==> src/rtl/download_config.svh <==
`ifndef DOWNLOAD_CONFIG_SVH
`define DOWNLOAD_CONFIG_SVH

// Download index that carries the machine configuration
`define DL_CONFIG_INDEX 16'd0

// DDR3 location of the five byte configuration record
`define DL_CONFIG_BASE 28'h000_0000

// ROM image of slot 0 and the spacing to the image of each further slot
`define DL_ROM_BASE   28'h000_1000
`define DL_ROM_STRIDE 28'h000_1000

// Small blocks keep the copy short
`define DL_BLOCK_BYTES 16

`define DL_SLOTS 4

`endif

==> src/rtl/msx_pkg.sv <==
`default_nettype none

package msx_pkg;

   // Kind of content mapped into a slot
   typedef enum logic [1:0] {
      DEV_NONE = 2'd0,
      DEV_RAM  = 2'd1,
      DEV_ROM  = 2'd2
   } device_t;

   // One record byte with the device kind on top and the image size in blocks below
   typedef struct packed {
      device_t    device;     // Bits 7 and 6
      logic       reserved;   // Bit 5 is ignored by the loader
      logic [4:0] size;       // 0 to 31 blocks
   } slot_t;

   // Placement of one copied ROM image in SDRAM
   typedef struct packed {
      logic [7:0] base;       // First SDRAM block of the image
      logic [4:0] count;      // Number of blocks copied
      logic       valid;
   } block_t;

endpackage

`default_nettype wire

==> src/rtl/download.sv <==
`timescale 1ns/1ps
`default_nettype none

`include "download_config.svh"

module download
(
   input  wire                  clk,
   input  wire                  arst_n,
   input  wire                  ioctl_download,
   input  wire           [15:0] ioctl_index,
   input  wire            [7:0] ddr3_dout,
   input  wire                  ddr3_ready,
   input  wire                  sdram_ready,
   output logic          [27:0] ddr3_addr,
   output logic                 ddr3_rd,
   output logic                 ddr3_request,
   output logic          [24:0] sdram_addr,
   output logic           [7:0] sdram_din,
   output logic                 sdram_we,
   output logic                 sdram_request,
   output logic                 need_reset,
   output logic                 msx_type,
   output msx_pkg::slot_t       msx_slot[`DL_SLOTS],
   output msx_pkg::block_t      memory_block[`DL_SLOTS],
   output logic           [7:0] ram_block_count
);

   logic        dl_q;
   logic        cfg_start, cfg_done;
   logic        ram_start, ram_done;
   logic        cfg_ddr3_rd,      ram_ddr3_rd;
   logic        cfg_ddr3_request, ram_ddr3_request;
   logic [27:0] cfg_ddr3_addr,    ram_ddr3_addr;

   // Config reader has priority on the shared DDR3 port
   assign ddr3_addr    = cfg_ddr3_request ? cfg_ddr3_addr :
                         ram_ddr3_request ? ram_ddr3_addr :
                                            28'd0;
   assign ddr3_rd      = cfg_ddr3_request ? cfg_ddr3_rd   :
                         ram_ddr3_request ? ram_ddr3_rd   :
                                            1'b0;
   assign ddr3_request = cfg_ddr3_request | ram_ddr3_request;

   always_ff @(posedge clk or negedge arst_n) begin
      if (!arst_n) begin
         dl_q       <= 1'b0;
         cfg_start  <= 1'b0;
         ram_start  <= 1'b0;
         need_reset <= 1'b0;
      end else begin
         dl_q       <= ioctl_download;
         // Only the end of a config download starts the loader
         cfg_start  <= dl_q && !ioctl_download && (ioctl_index == `DL_CONFIG_INDEX);
         ram_start  <= cfg_done;   // Copy as soon as the slot table is out
         need_reset <= ram_done;
      end
   end

   store_msx_config store_msx_config_i
   (
      .start(cfg_start),
      .ddr3_addr(cfg_ddr3_addr),
      .ddr3_rd(cfg_ddr3_rd),
      .ddr3_request(cfg_ddr3_request),
      .done(cfg_done),
      .*
   );

   upload_ram upload_ram_i
   (
      .start(ram_start),
      .ddr3_addr(ram_ddr3_addr),
      .ddr3_rd(ram_ddr3_rd),
      .ddr3_request(ram_ddr3_request),
      .done(ram_done),
      .*
   );

   a_single_owner: assert property (@(posedge clk) disable iff (!arst_n)
      !(cfg_ddr3_request && ram_ddr3_request));

endmodule

`default_nettype wire

==> src/rtl/store_msx_config.sv <==
`timescale 1ns/1ps
`default_nettype none

`include "download_config.svh"

module store_msx_config
(
   input  wire                  clk,
   input  wire                  arst_n,
   input  wire                  start,
   input  wire            [7:0] ddr3_dout,
   input  wire                  ddr3_ready,
   output logic          [27:0] ddr3_addr,
   output logic                 ddr3_rd,
   output logic                 ddr3_request,
   output logic                 msx_type,
   output msx_pkg::slot_t       msx_slot[`DL_SLOTS],
   output logic                 done
);

   import msx_pkg::*;

   localparam int REC_BYTES = `DL_SLOTS + 1;   // Machine type followed by one byte per slot
   localparam int CNT_W     = $clog2(REC_BYTES);
   localparam int SLOT_W    = $clog2(`DL_SLOTS);

   typedef enum logic [1:0] {
      S_IDLE,
      S_ISSUE,
      S_WAIT,
      S_PUBLISH
   } state_t;

   state_t           state;
   logic [CNT_W-1:0] byte_cnt;
   logic       [7:0] type_shadow;
   slot_t            slot_shadow[`DL_SLOTS];

   // Counter only moves after a read completes, so the address holds while rd waits
   assign ddr3_addr = `DL_CONFIG_BASE + 28'(byte_cnt);

   always_ff @(posedge clk or negedge arst_n) begin
      if (!arst_n) begin
         state        <= S_IDLE;
         byte_cnt     <= '0;
         ddr3_rd      <= 1'b0;
         ddr3_request <= 1'b0;
         msx_type     <= 1'b0;
         msx_slot     <= '{default: '0};
         done         <= 1'b0;
      end else begin
         done <= 1'b0;
         case (state)
            S_IDLE: begin
               if (start) begin
                  byte_cnt     <= '0;
                  ddr3_request <= 1'b1;   // Own the port for the whole record
                  state        <= S_ISSUE;
               end
            end
            S_ISSUE: begin
               ddr3_rd <= 1'b1;
               state   <= S_WAIT;
            end
            S_WAIT: begin
               if (ddr3_ready) begin
                  ddr3_rd <= 1'b0;
                  if (byte_cnt == CNT_W'(REC_BYTES - 1)) begin
                     state <= S_PUBLISH;
                  end else begin
                     byte_cnt <= byte_cnt + 1'b1;
                     state    <= S_ISSUE;
                  end
               end
            end
            S_PUBLISH: begin
               // The whole table changes in one cycle together with done
               msx_type     <= (type_shadow == 8'd0);
               msx_slot     <= slot_shadow;
               ddr3_request <= 1'b0;
               done         <= 1'b1;
               state        <= S_IDLE;
            end
            default: state <= S_IDLE;
         endcase
      end
   end

   always_ff @(posedge clk) begin
      if (state == S_WAIT && ddr3_ready) begin
         if (byte_cnt == '0)
            type_shadow <= ddr3_dout;
         else
            slot_shadow[SLOT_W'(byte_cnt - 1'b1)] <= slot_t'(ddr3_dout);
      end
   end

   // A pending read keeps its address until the memory answers
   a_addr_hold: assert property (@(posedge clk) disable iff (!arst_n)
      ddr3_rd && !ddr3_ready |=> ddr3_rd && $stable(ddr3_addr));

endmodule

`default_nettype wire

==> src/rtl/upload_ram.sv <==
`timescale 1ns/1ps
`default_nettype none

`include "download_config.svh"

module upload_ram
(
   input  wire                  clk,
   input  wire                  arst_n,
   input  wire                  start,
   input  wire  msx_pkg::slot_t msx_slot[`DL_SLOTS],
   input  wire            [7:0] ddr3_dout,
   input  wire                  ddr3_ready,
   input  wire                  sdram_ready,
   output logic          [27:0] ddr3_addr,
   output logic                 ddr3_rd,
   output logic                 ddr3_request,
   output logic          [24:0] sdram_addr,
   output logic           [7:0] sdram_din,
   output logic                 sdram_we,
   output logic                 sdram_request,
   output msx_pkg::block_t      memory_block[`DL_SLOTS],
   output logic           [7:0] ram_block_count,
   output logic                 done
);

   import msx_pkg::*;

   localparam int SLOT_W = $clog2(`DL_SLOTS);
   localparam int CNT_W  = $clog2(31 * `DL_BLOCK_BYTES + 1);   // Largest image in bytes

   typedef enum logic [2:0] {
      S_IDLE,
      S_SLOT,
      S_ISSUE,
      S_READ,
      S_WRITE,
      S_NEXT
   } state_t;

   state_t            state;
   logic [SLOT_W-1:0] slot_idx;
   logic  [CNT_W-1:0] bytes_left;
   slot_t             cur_slot;

   assign cur_slot = msx_slot[slot_idx];

   always_ff @(posedge clk or negedge arst_n) begin
      if (!arst_n) begin
         state           <= S_IDLE;
         slot_idx        <= '0;
         bytes_left      <= '0;
         ddr3_addr       <= '0;
         ddr3_rd         <= 1'b0;
         ddr3_request    <= 1'b0;
         sdram_addr      <= '0;
         sdram_we        <= 1'b0;
         sdram_request   <= 1'b0;
         memory_block    <= '{default: '0};
         ram_block_count <= '0;
         done            <= 1'b0;
      end else begin
         done <= 1'b0;
         case (state)
            S_IDLE: begin
               if (start) begin
                  slot_idx        <= '0;
                  sdram_addr      <= '0;   // First image lands at the bottom of SDRAM
                  ram_block_count <= '0;
                  ddr3_request    <= 1'b1;
                  sdram_request   <= 1'b1;
                  state           <= S_SLOT;
               end
            end
            S_SLOT: begin
               ddr3_addr  <= `DL_ROM_BASE + 28'(slot_idx) * `DL_ROM_STRIDE;
               bytes_left <= CNT_W'(cur_slot.size * `DL_BLOCK_BYTES);
               if (cur_slot.device == DEV_ROM) begin
                  // Next free block is the running total so far
                  memory_block[slot_idx] <= '{base: ram_block_count, count: cur_slot.size,
                                              valid: 1'b1};
                  ram_block_count        <= ram_block_count + 8'(cur_slot.size);
                  state                  <= (cur_slot.size != 5'd0) ? S_ISSUE : S_NEXT;
               end else begin
                  memory_block[slot_idx] <= '0;
                  state                  <= S_NEXT;
               end
            end
            S_ISSUE: begin
               ddr3_rd <= 1'b1;
               state   <= S_READ;
            end
            S_READ: begin
               if (ddr3_ready) begin
                  ddr3_rd  <= 1'b0;
                  sdram_we <= 1'b1;   // Byte moves straight on to SDRAM
                  state    <= S_WRITE;
               end
            end
            S_WRITE: begin
               if (sdram_ready) begin
                  sdram_we   <= 1'b0;
                  sdram_addr <= sdram_addr + 25'd1;
                  ddr3_addr  <= ddr3_addr + 28'd1;
                  bytes_left <= bytes_left - 1'b1;
                  state      <= (bytes_left == CNT_W'(1)) ? S_NEXT : S_ISSUE;
               end
            end
            S_NEXT: begin
               if (slot_idx == SLOT_W'(`DL_SLOTS - 1)) begin
                  ddr3_request  <= 1'b0;
                  sdram_request <= 1'b0;
                  done          <= 1'b1;
                  state         <= S_IDLE;
               end else begin
                  slot_idx <= slot_idx + 1'b1;
                  state    <= S_SLOT;
               end
            end
            default: state <= S_IDLE;
         endcase
      end
   end

   always_ff @(posedge clk) begin
      if (state == S_READ && ddr3_ready)
         sdram_din <= ddr3_dout;
   end

   // Only one byte is ever in flight
   a_one_in_flight: assert property (@(posedge clk) disable iff (!arst_n)
      !(sdram_we && ddr3_rd));

   a_write_hold: assert property (@(posedge clk) disable iff (!arst_n)
      sdram_we && !sdram_ready |=> sdram_we && $stable(sdram_din) && $stable(sdram_addr));

endmodule

`default_nettype wire

==> config.mk <==
export PLATFORM = sky130hd
export DESIGN_NAME = download
export DESIGN_NICKNAME = d
export VERILOG_FILES = /design/src/rtl/msx_pkg.sv /design/src/rtl/download.sv /design/src/rtl/store_msx_config.sv /design/src/rtl/upload_ram.sv
export VERILOG_INCLUDE_DIRS = /design/src /design/src/rtl
export SDC_FILE = /design/constraint.sdc
export NUM_CORES = 1
export LEC_CHECK = 0
export CAP_MARGIN = 20
export CORE_MARGIN = 5
export CORE_UTILIZATION = 68
export CTS_CLUSTER_SIZE = 40
export DETAILED_ROUTE_END_ITERATION = 8
export DONT_BUFFER_PORTS = 1
export HOLD_SLACK_MARGIN = 0.05
export PLACE_DENSITY = 0.85
export SYNTH_ARGS = -nofsm -noshare
export SYNTH_HDL_FRONTEND = slang
export SYNTH_SLANG_ARGS = --single-unit
==> constraint.sdc <==
create_clock -name clk -period 6.6 [get_ports clk]
set_input_delay 0.33 -clock clk [delete_from_list [all_inputs] [get_ports clk]]
set_output_delay 0.33 -clock clk [all_outputs]
set_load 0.01 [all_outputs]
# --- Word-level counts from Yosys, hierarchy flattened ---
# Cells that the tools add are included.
totals:
  ff_bits: 228
op_classes:
  add_sub_neg: 8
  order_cmp: 4
  eq_ne: 21
  mux: 57
  n_bitwise: 6
  reduce_logical: 36
op_table:
  columns: ["op", "count"]
  rows:
  - ["$mux 28", 3]
  - ["$and 56x56->56", 1]
  - ["$bwmux 56", 1]
  - ["$mux 56", 1]
  - ["$not 56->56", 1]
  - ["$pmux 28 s2", 1]
  - ["$mux 25", 2]
  - ["$pmux 25 s2", 1]
  - ["$mux 8", 5]
  - ["$bwmux 32", 1]
  - ["$add 28x1->28 const B", 1]
  - ["$demux 14 s2", 1]
  - ["$mux 3", 9]
  - ["$add 25x1->25 const B", 1]
  - ["$pmux 3 s6", 1]
  - ["$pmux 9 s2", 1]
  - ["$reduce_and 3->1", 6]
  - ["$reduce_bool 2->1", 9]
  - ["$bmux 8 s2", 1]
  - ["$demux 8 s2", 1]
  - ["$logic_not 16->1", 1]
  - ["$pmux 8 s2", 1]
  - ["$add 13x14->15 const A", 1]
  - ["$mux 14", 1]
  - ["other kinds (33)", 80]

# --- Depth between registers and ports, before layout ---
depth:
  depth_word: 8
  mapped_depth: 9

# --- By module ---
# Synthesis repeated with hierarchy kept, for this count alone.
unflattened:
  cells_unflattened: 914
  hier_area_um2: 10403.7
modules_own_cells:
  columns: ["mod", "n_inst", "cells_per_inst", "area_per_inst_um2", "seq_area_each_um2"]
  rows:
  - ["upload_ram", 1, 669, 6698.9, 3618.5]
  - ["store_msx_config", 1, 195, 3241.9, 2227.1]
  - ["download", 1, 50, 462.9, 100.1]

# --- Least setup slack after synthesis ---
# No wires, ideal clock.
synth_timing:
  path_type: "register to register"
  start: "reg upload_ram_i.slot_idx[0]"
  end: "reg upload_ram_i.ram_block_count[6]"
  t_arrival_ps: 2425
  path_slack_ps: 4096
  stages_incl_launch_ff: 10
  n_path_buf: 1
  period_less_slack_ps: 2504
  cell_sequence: "dfrtp_1 -> buf_6 -> mux4_2 -> ha_1 -> fa_1 -> a21o_1 -> a21oi_1 -> nor2_1 -> o211ai_1 -> mux2i_1"
synth_between:
  elab_chain_cells: 7
  elab_cells_between_ends: 10
  cone_classes: "1 x add/sub; 2 x eq/ne; 5 x mux; 1 x bitwise; 1 x reduce/logical"
synth_lines:
  columns: ["element", "line_no", "text"]
  rows:
  - ["from (decl)", "upload_ram.sv:42", "logic [SLOT_W-1:0] slot_idx;"]
  - ["from (signal assigned)", "upload_ram.sv:116", "slot_idx <= slot_idx + 1'b1;"]
  - ["$not 2->3 (implied by the code) (*)", "upload_ram.sv:46", "assign cur_slot = msx_slot[slot_idx];"]
  - ["$bmux 8 s2 (*)", "upload_ram.sv:46", null]
  - ["$mux 8 (implied by the code) (*) (2 in series)", "upload_ram.sv:46", null]
  - ["$add 8x5->8 or $eq 2x2->1 (tied branches)", "upload_ram.sv:82, upload_ram.sv:78", null]
  - ["$mux 8 or $ne 2x1->1 (tied branches)", null, null]
  - ["$pmux 8 s2 or $reduce_and 3->1 (tied branches)", null, null]
  - ["to (signal assigned)", "upload_ram.sv:82", "ram_block_count <= ram_block_count + 8'(cur_slot.size);"]
  - ["to (decl)", "upload_ram.sv:23", "output logic [7:0] ram_block_count,"]
# Mark *: on every way between the ends. The rest lies on a longest branch, timed or not. The select of a mux whose other input is x is not followed.
# A chain may end at the register's enable or synchronous reset.

# --- Worst setup path in the final report ---
# Same ends and word-level chain as after synthesis.

==> results.py <==
metrics = {
    "outcome": {
        "status": "complete, no violations",
    },
    "sta": {
        "finalSetupViolCount": 0,
        "finalCriticalPeriod_ns": 2.913,
        "tns_ns": 0,
        "worst_pin_slew_ns": 0.9138,
        "finClkSkew_ns": 0.01357,
        "post-route-period-util_pct": 44.14,
        "slew_viol_final": 0,
        "slew_headroom_pct": 39.08,
        "rsz0062_at_grt": "no",
        "hold_viol": 0,
        "timing.fmax_mhz": 343.3,
    },
    "placement": {
        "dp_hpwl_um": 15760,
        "finalWeightedCongestion": 0.8928,
        "io_buffers": 0,
    },
    "worst_hold_path": {
        "min_path_cells": 2,
        "holdCritStartpoint": "sdram_ready",
        "worstHoldEndpoint": "upload_ram_i.state[2]$_DFFE_PN0P_",
        "hold_class": "in2reg",
    },
    "setup_path": {
        "worstPathCellList": "mux4_2 > ha_1 > fa_1 > a21o_1 > a21oi_1 > nor2_1 > o211ai_1 > mux2i_1",
        "critPathKind": "reg2reg",
        "regToRegStartpoint": "upload_ram_i.slot_idx[0]$_DFFE_PN0P_",
        "cp_max_fo": 10,
        "r2r-end": "upload_ram_i.ram_block_count[6]$_DFFE_PN0P_",
        "slowest_delay_ns": 0.66,
        "required_ns": 7.03,
        "worst-path-buf-inv": 0,
        "cp-start-kind": "flop",
        "path_delay_family": "multiplexers",
        "cp.arrival_ns": 3.34,
        "regToRegSetupSlack_ns": 3.69,
        "worstRegToRegCells": 8,
        "slowest_stage": "dfrtp_1",
        "endpoint_kind": "flop",
    },
    "synthesis": {
        "async_flop_share_pct": 78.95,
        "synth_common_cells": "180 x dfrtp_1, 131 x nand2_1, 98 x o21ai_0, 50 x nor2_1, 48 x edfxtp_1",
        "synth_edf_count": 48,
        "synth_largest_area_cell": "dfrtp_1",
        "synth_area_leaders": "dfrtp_1 45%, edfxtp_1 15%, nand2_1 5.0%",
        "synth_area_mm2": 0.009930,
        "yosysWarnings": 0,
        "synthesis.nets": 933,
        "synth_most_common_cell": "dfrtp_1",
        "seq_area_frac_synth_pct": 59.88,
        "yosys.area.top_type_share_pct": 45.36,
        "synth_cell_types": 59,
        "synth-main-ff-cell": "dfrtp_1",
        "synth_seq_cells": 228,
        "synthesis.instances": 885,
        "synth.avg_cell_area_um2": 11.22,
    },
    "die": {
        "row_count": 44,
        "initial_core_util_pct": 68.84,
        "die_w_um": 130.8,
        "chipHeight_um": 130.8,
        "coreArea_mm2": 0.01442,
        "dieArea_mm2": 0.01712,
        "io_pins": 192,
    },
    "route": {
        "drc": 0,
        "dr.pass1.iters": 7,
        "wl_per_cell_um": 21.82,
        "vias": 7100,
        "routed_wl_um": 23790,
        "viasPerCell": 6.514,
        "detail-route-antenna-nets": 0,
        "drtIter0Drc": 510,
    },
    "clock_tree": {
        "clkSlewWorstSetupHoldPaths_ns": 0.06,
        "clk_latency_ns": 0.51,
        "cts_buffers": 23,
        "clk_path_buf_depth": 3,
        "cts.sinks": 228,
        "cts_max_level": 1,
        "cts_tree": "done",
        "cts_setup_buffers": 0,
        "clockRootBuffer": "clkbuf_16",
    },
    "cells_and_area": {
        "syn2layout_area_growth_pct": 10.95,
        "antenna_cells": 0,
        "num-nets-final": 937,
        "drive_above_1_share_pct": 10.71,
        "utilization_pct": 76.38,
        "fillers": 901,
    },
    "grt": {
        "grt_usage_pct": 27.32,
        "gr-total-overflow": 0,
        "grt_max_degree": 181,
        "grt_pass1_vias": 7103,
        "antenna_found_initial": 0,
        "grt_first_pass_wirelength_um": 36920,
    },
    "power": {
        "power_mw": 4.172,
        "power.density_mw_per_mm2": 378.7,
        "ir_worst_vdd_v": 0.0002708,
        "p_leak_nw": 4.713,
    },
    "flow_run": {
        "drv_cap": 0,
    },
}
-- per-layer routing --
metal	vias to the layer above	global-route usage [%]	wire (µm)
li1	3167	-	-
met1	3515	33.16	8724
met2	360	46.26	11920
met3	58	9.309	2484
met4	0	8.953	656
met5	-	0	0
-- cells by family after synthesis --
group                    count (synthesis)  synth area share, %
adder cells (fa/ha/maj)                 19                2.470
XOR/XNOR                                34                2.999
buffers and inverters                   59                2.369
AND/OR/NAND/NOR                        329                16.24
AO/OA/AOI/OAI                          170                10.18
multiplexers                            46                5.859
flip-flops                             228                59.88
-- sequential cells by signal, summed over array words and instances (netlist names), 3 cells and up --
name,count
upload_ram_i.sdram_addr,25
store_msx_config_i.msx_slot,32
upload_ram_i.ram_block_count,8
store_msx_config_i.slot_shadow,32
store_msx_config_i.byte_cnt,3
store_msx_config_i.type_shadow,8
upload_ram_i.state,3
upload_ram_i.sdram_din,8
upload_ram_i.ddr3_addr,28
upload_ram_i.bytes_left,9
upload_ram_i.memory_block,56
-- worst max path at each step --
stage                                                       end  depth (start not counted)                                  from
finish              upload_ram_i.ram_block_count[6]$_DFFE_PN0P_                          8  upload_ram_i.slot_idx[0]$_DFFE_PN0P_
global route        upload_ram_i.ram_block_count[6]$_DFFE_PN0P_                          8  upload_ram_i.slot_idx[0]$_DFFE_PN0P_
CTS                 upload_ram_i.ram_block_count[6]$_DFFE_PN0P_                          8  upload_ram_i.slot_idx[0]$_DFFE_PN0P_
detailed placement  upload_ram_i.ram_block_count[6]$_DFFE_PN0P_                          8  upload_ram_i.slot_idx[0]$_DFFE_PN0P_
global placement    upload_ram_i.ram_block_count[6]$_DFFE_PN0P_                          8  upload_ram_i.slot_idx[0]$_DFFE_PN0P_
floorplan           upload_ram_i.ram_block_count[6]$_DFFE_PN0P_                          9  upload_ram_i.slot_idx[0]$_DFFE_PN0P_
-- worst reg2reg max path: stages, from the launching register on --
cell and delay (ns):
dfrtp_1 0.66, mux4_2 0.63, ha_1 0.24, fa_1 0.42, a21o_1 0.18, a21oi_1 0.24
nor2_1 0.07, o211ai_1 0.20, mux2i_1 0.20
-- layout by cell type, fill, tap and decap left out, drive strengths merged, types with 8 or more instances in the layout --
cell / n
nand4: 20
nor4: 10
nand2: 131
clkbuf: 29
xnor2: 9
ha: 18
and2: 9
dlygate4sd3: 14
nor2: 51
xor2: 25
and3: 30
inv: 18
or3: 8
a21oi: 31
dfrtp: 180
mux2: 37
nand3: 27
o21ai: 99
edfxtp: 48
nor3: 12
-- power by group --
part / switching, mW / internal (mW) / leakage, nW
combinational: 0.507 / 0.294 / 1.53
sequential: 0.341 / 1.65 / 2.78
clock: 0.538 / 0.842 / 0.395
total: 1.39 / 2.79 / 4.71
-- final cells by class --
class                           count  area, µm²  share of cell area, %
Sequential cell                   228       5946                  53.97
Multi-Input combinational cell    598       3755                  34.08
Clock buffer                       29      638.1                  5.792
Tap cell                          184      230.2                  2.090
Timing Repair Buffer               21      212.7                  1.931
Clock inverter                     13      171.4                  1.556
Inverter                           17      63.81                 0.5792
-- repair_timing --
item / 4_1_cts / 5_1_grt
hold buffers: 15 / 0
gates resized for setup: 0 / 0
endpoints found under the hold margin: 233 / 0
-- metrics by stage --
step	hold WS, ns	worst slack [ns]	std cells	area [µm²]
floorplan	0.03441	4.096	885	9930
global placement	0.03967	3.817	1032	10030
detailed placement	0.03875	3.760	1032	10030
CTS	0.08560	3.679	1089	11010
global route	0.09251	3.514	1090	11020
finish	0.09794	3.687	1090	11020
Power figures use the tool's default switching activity.
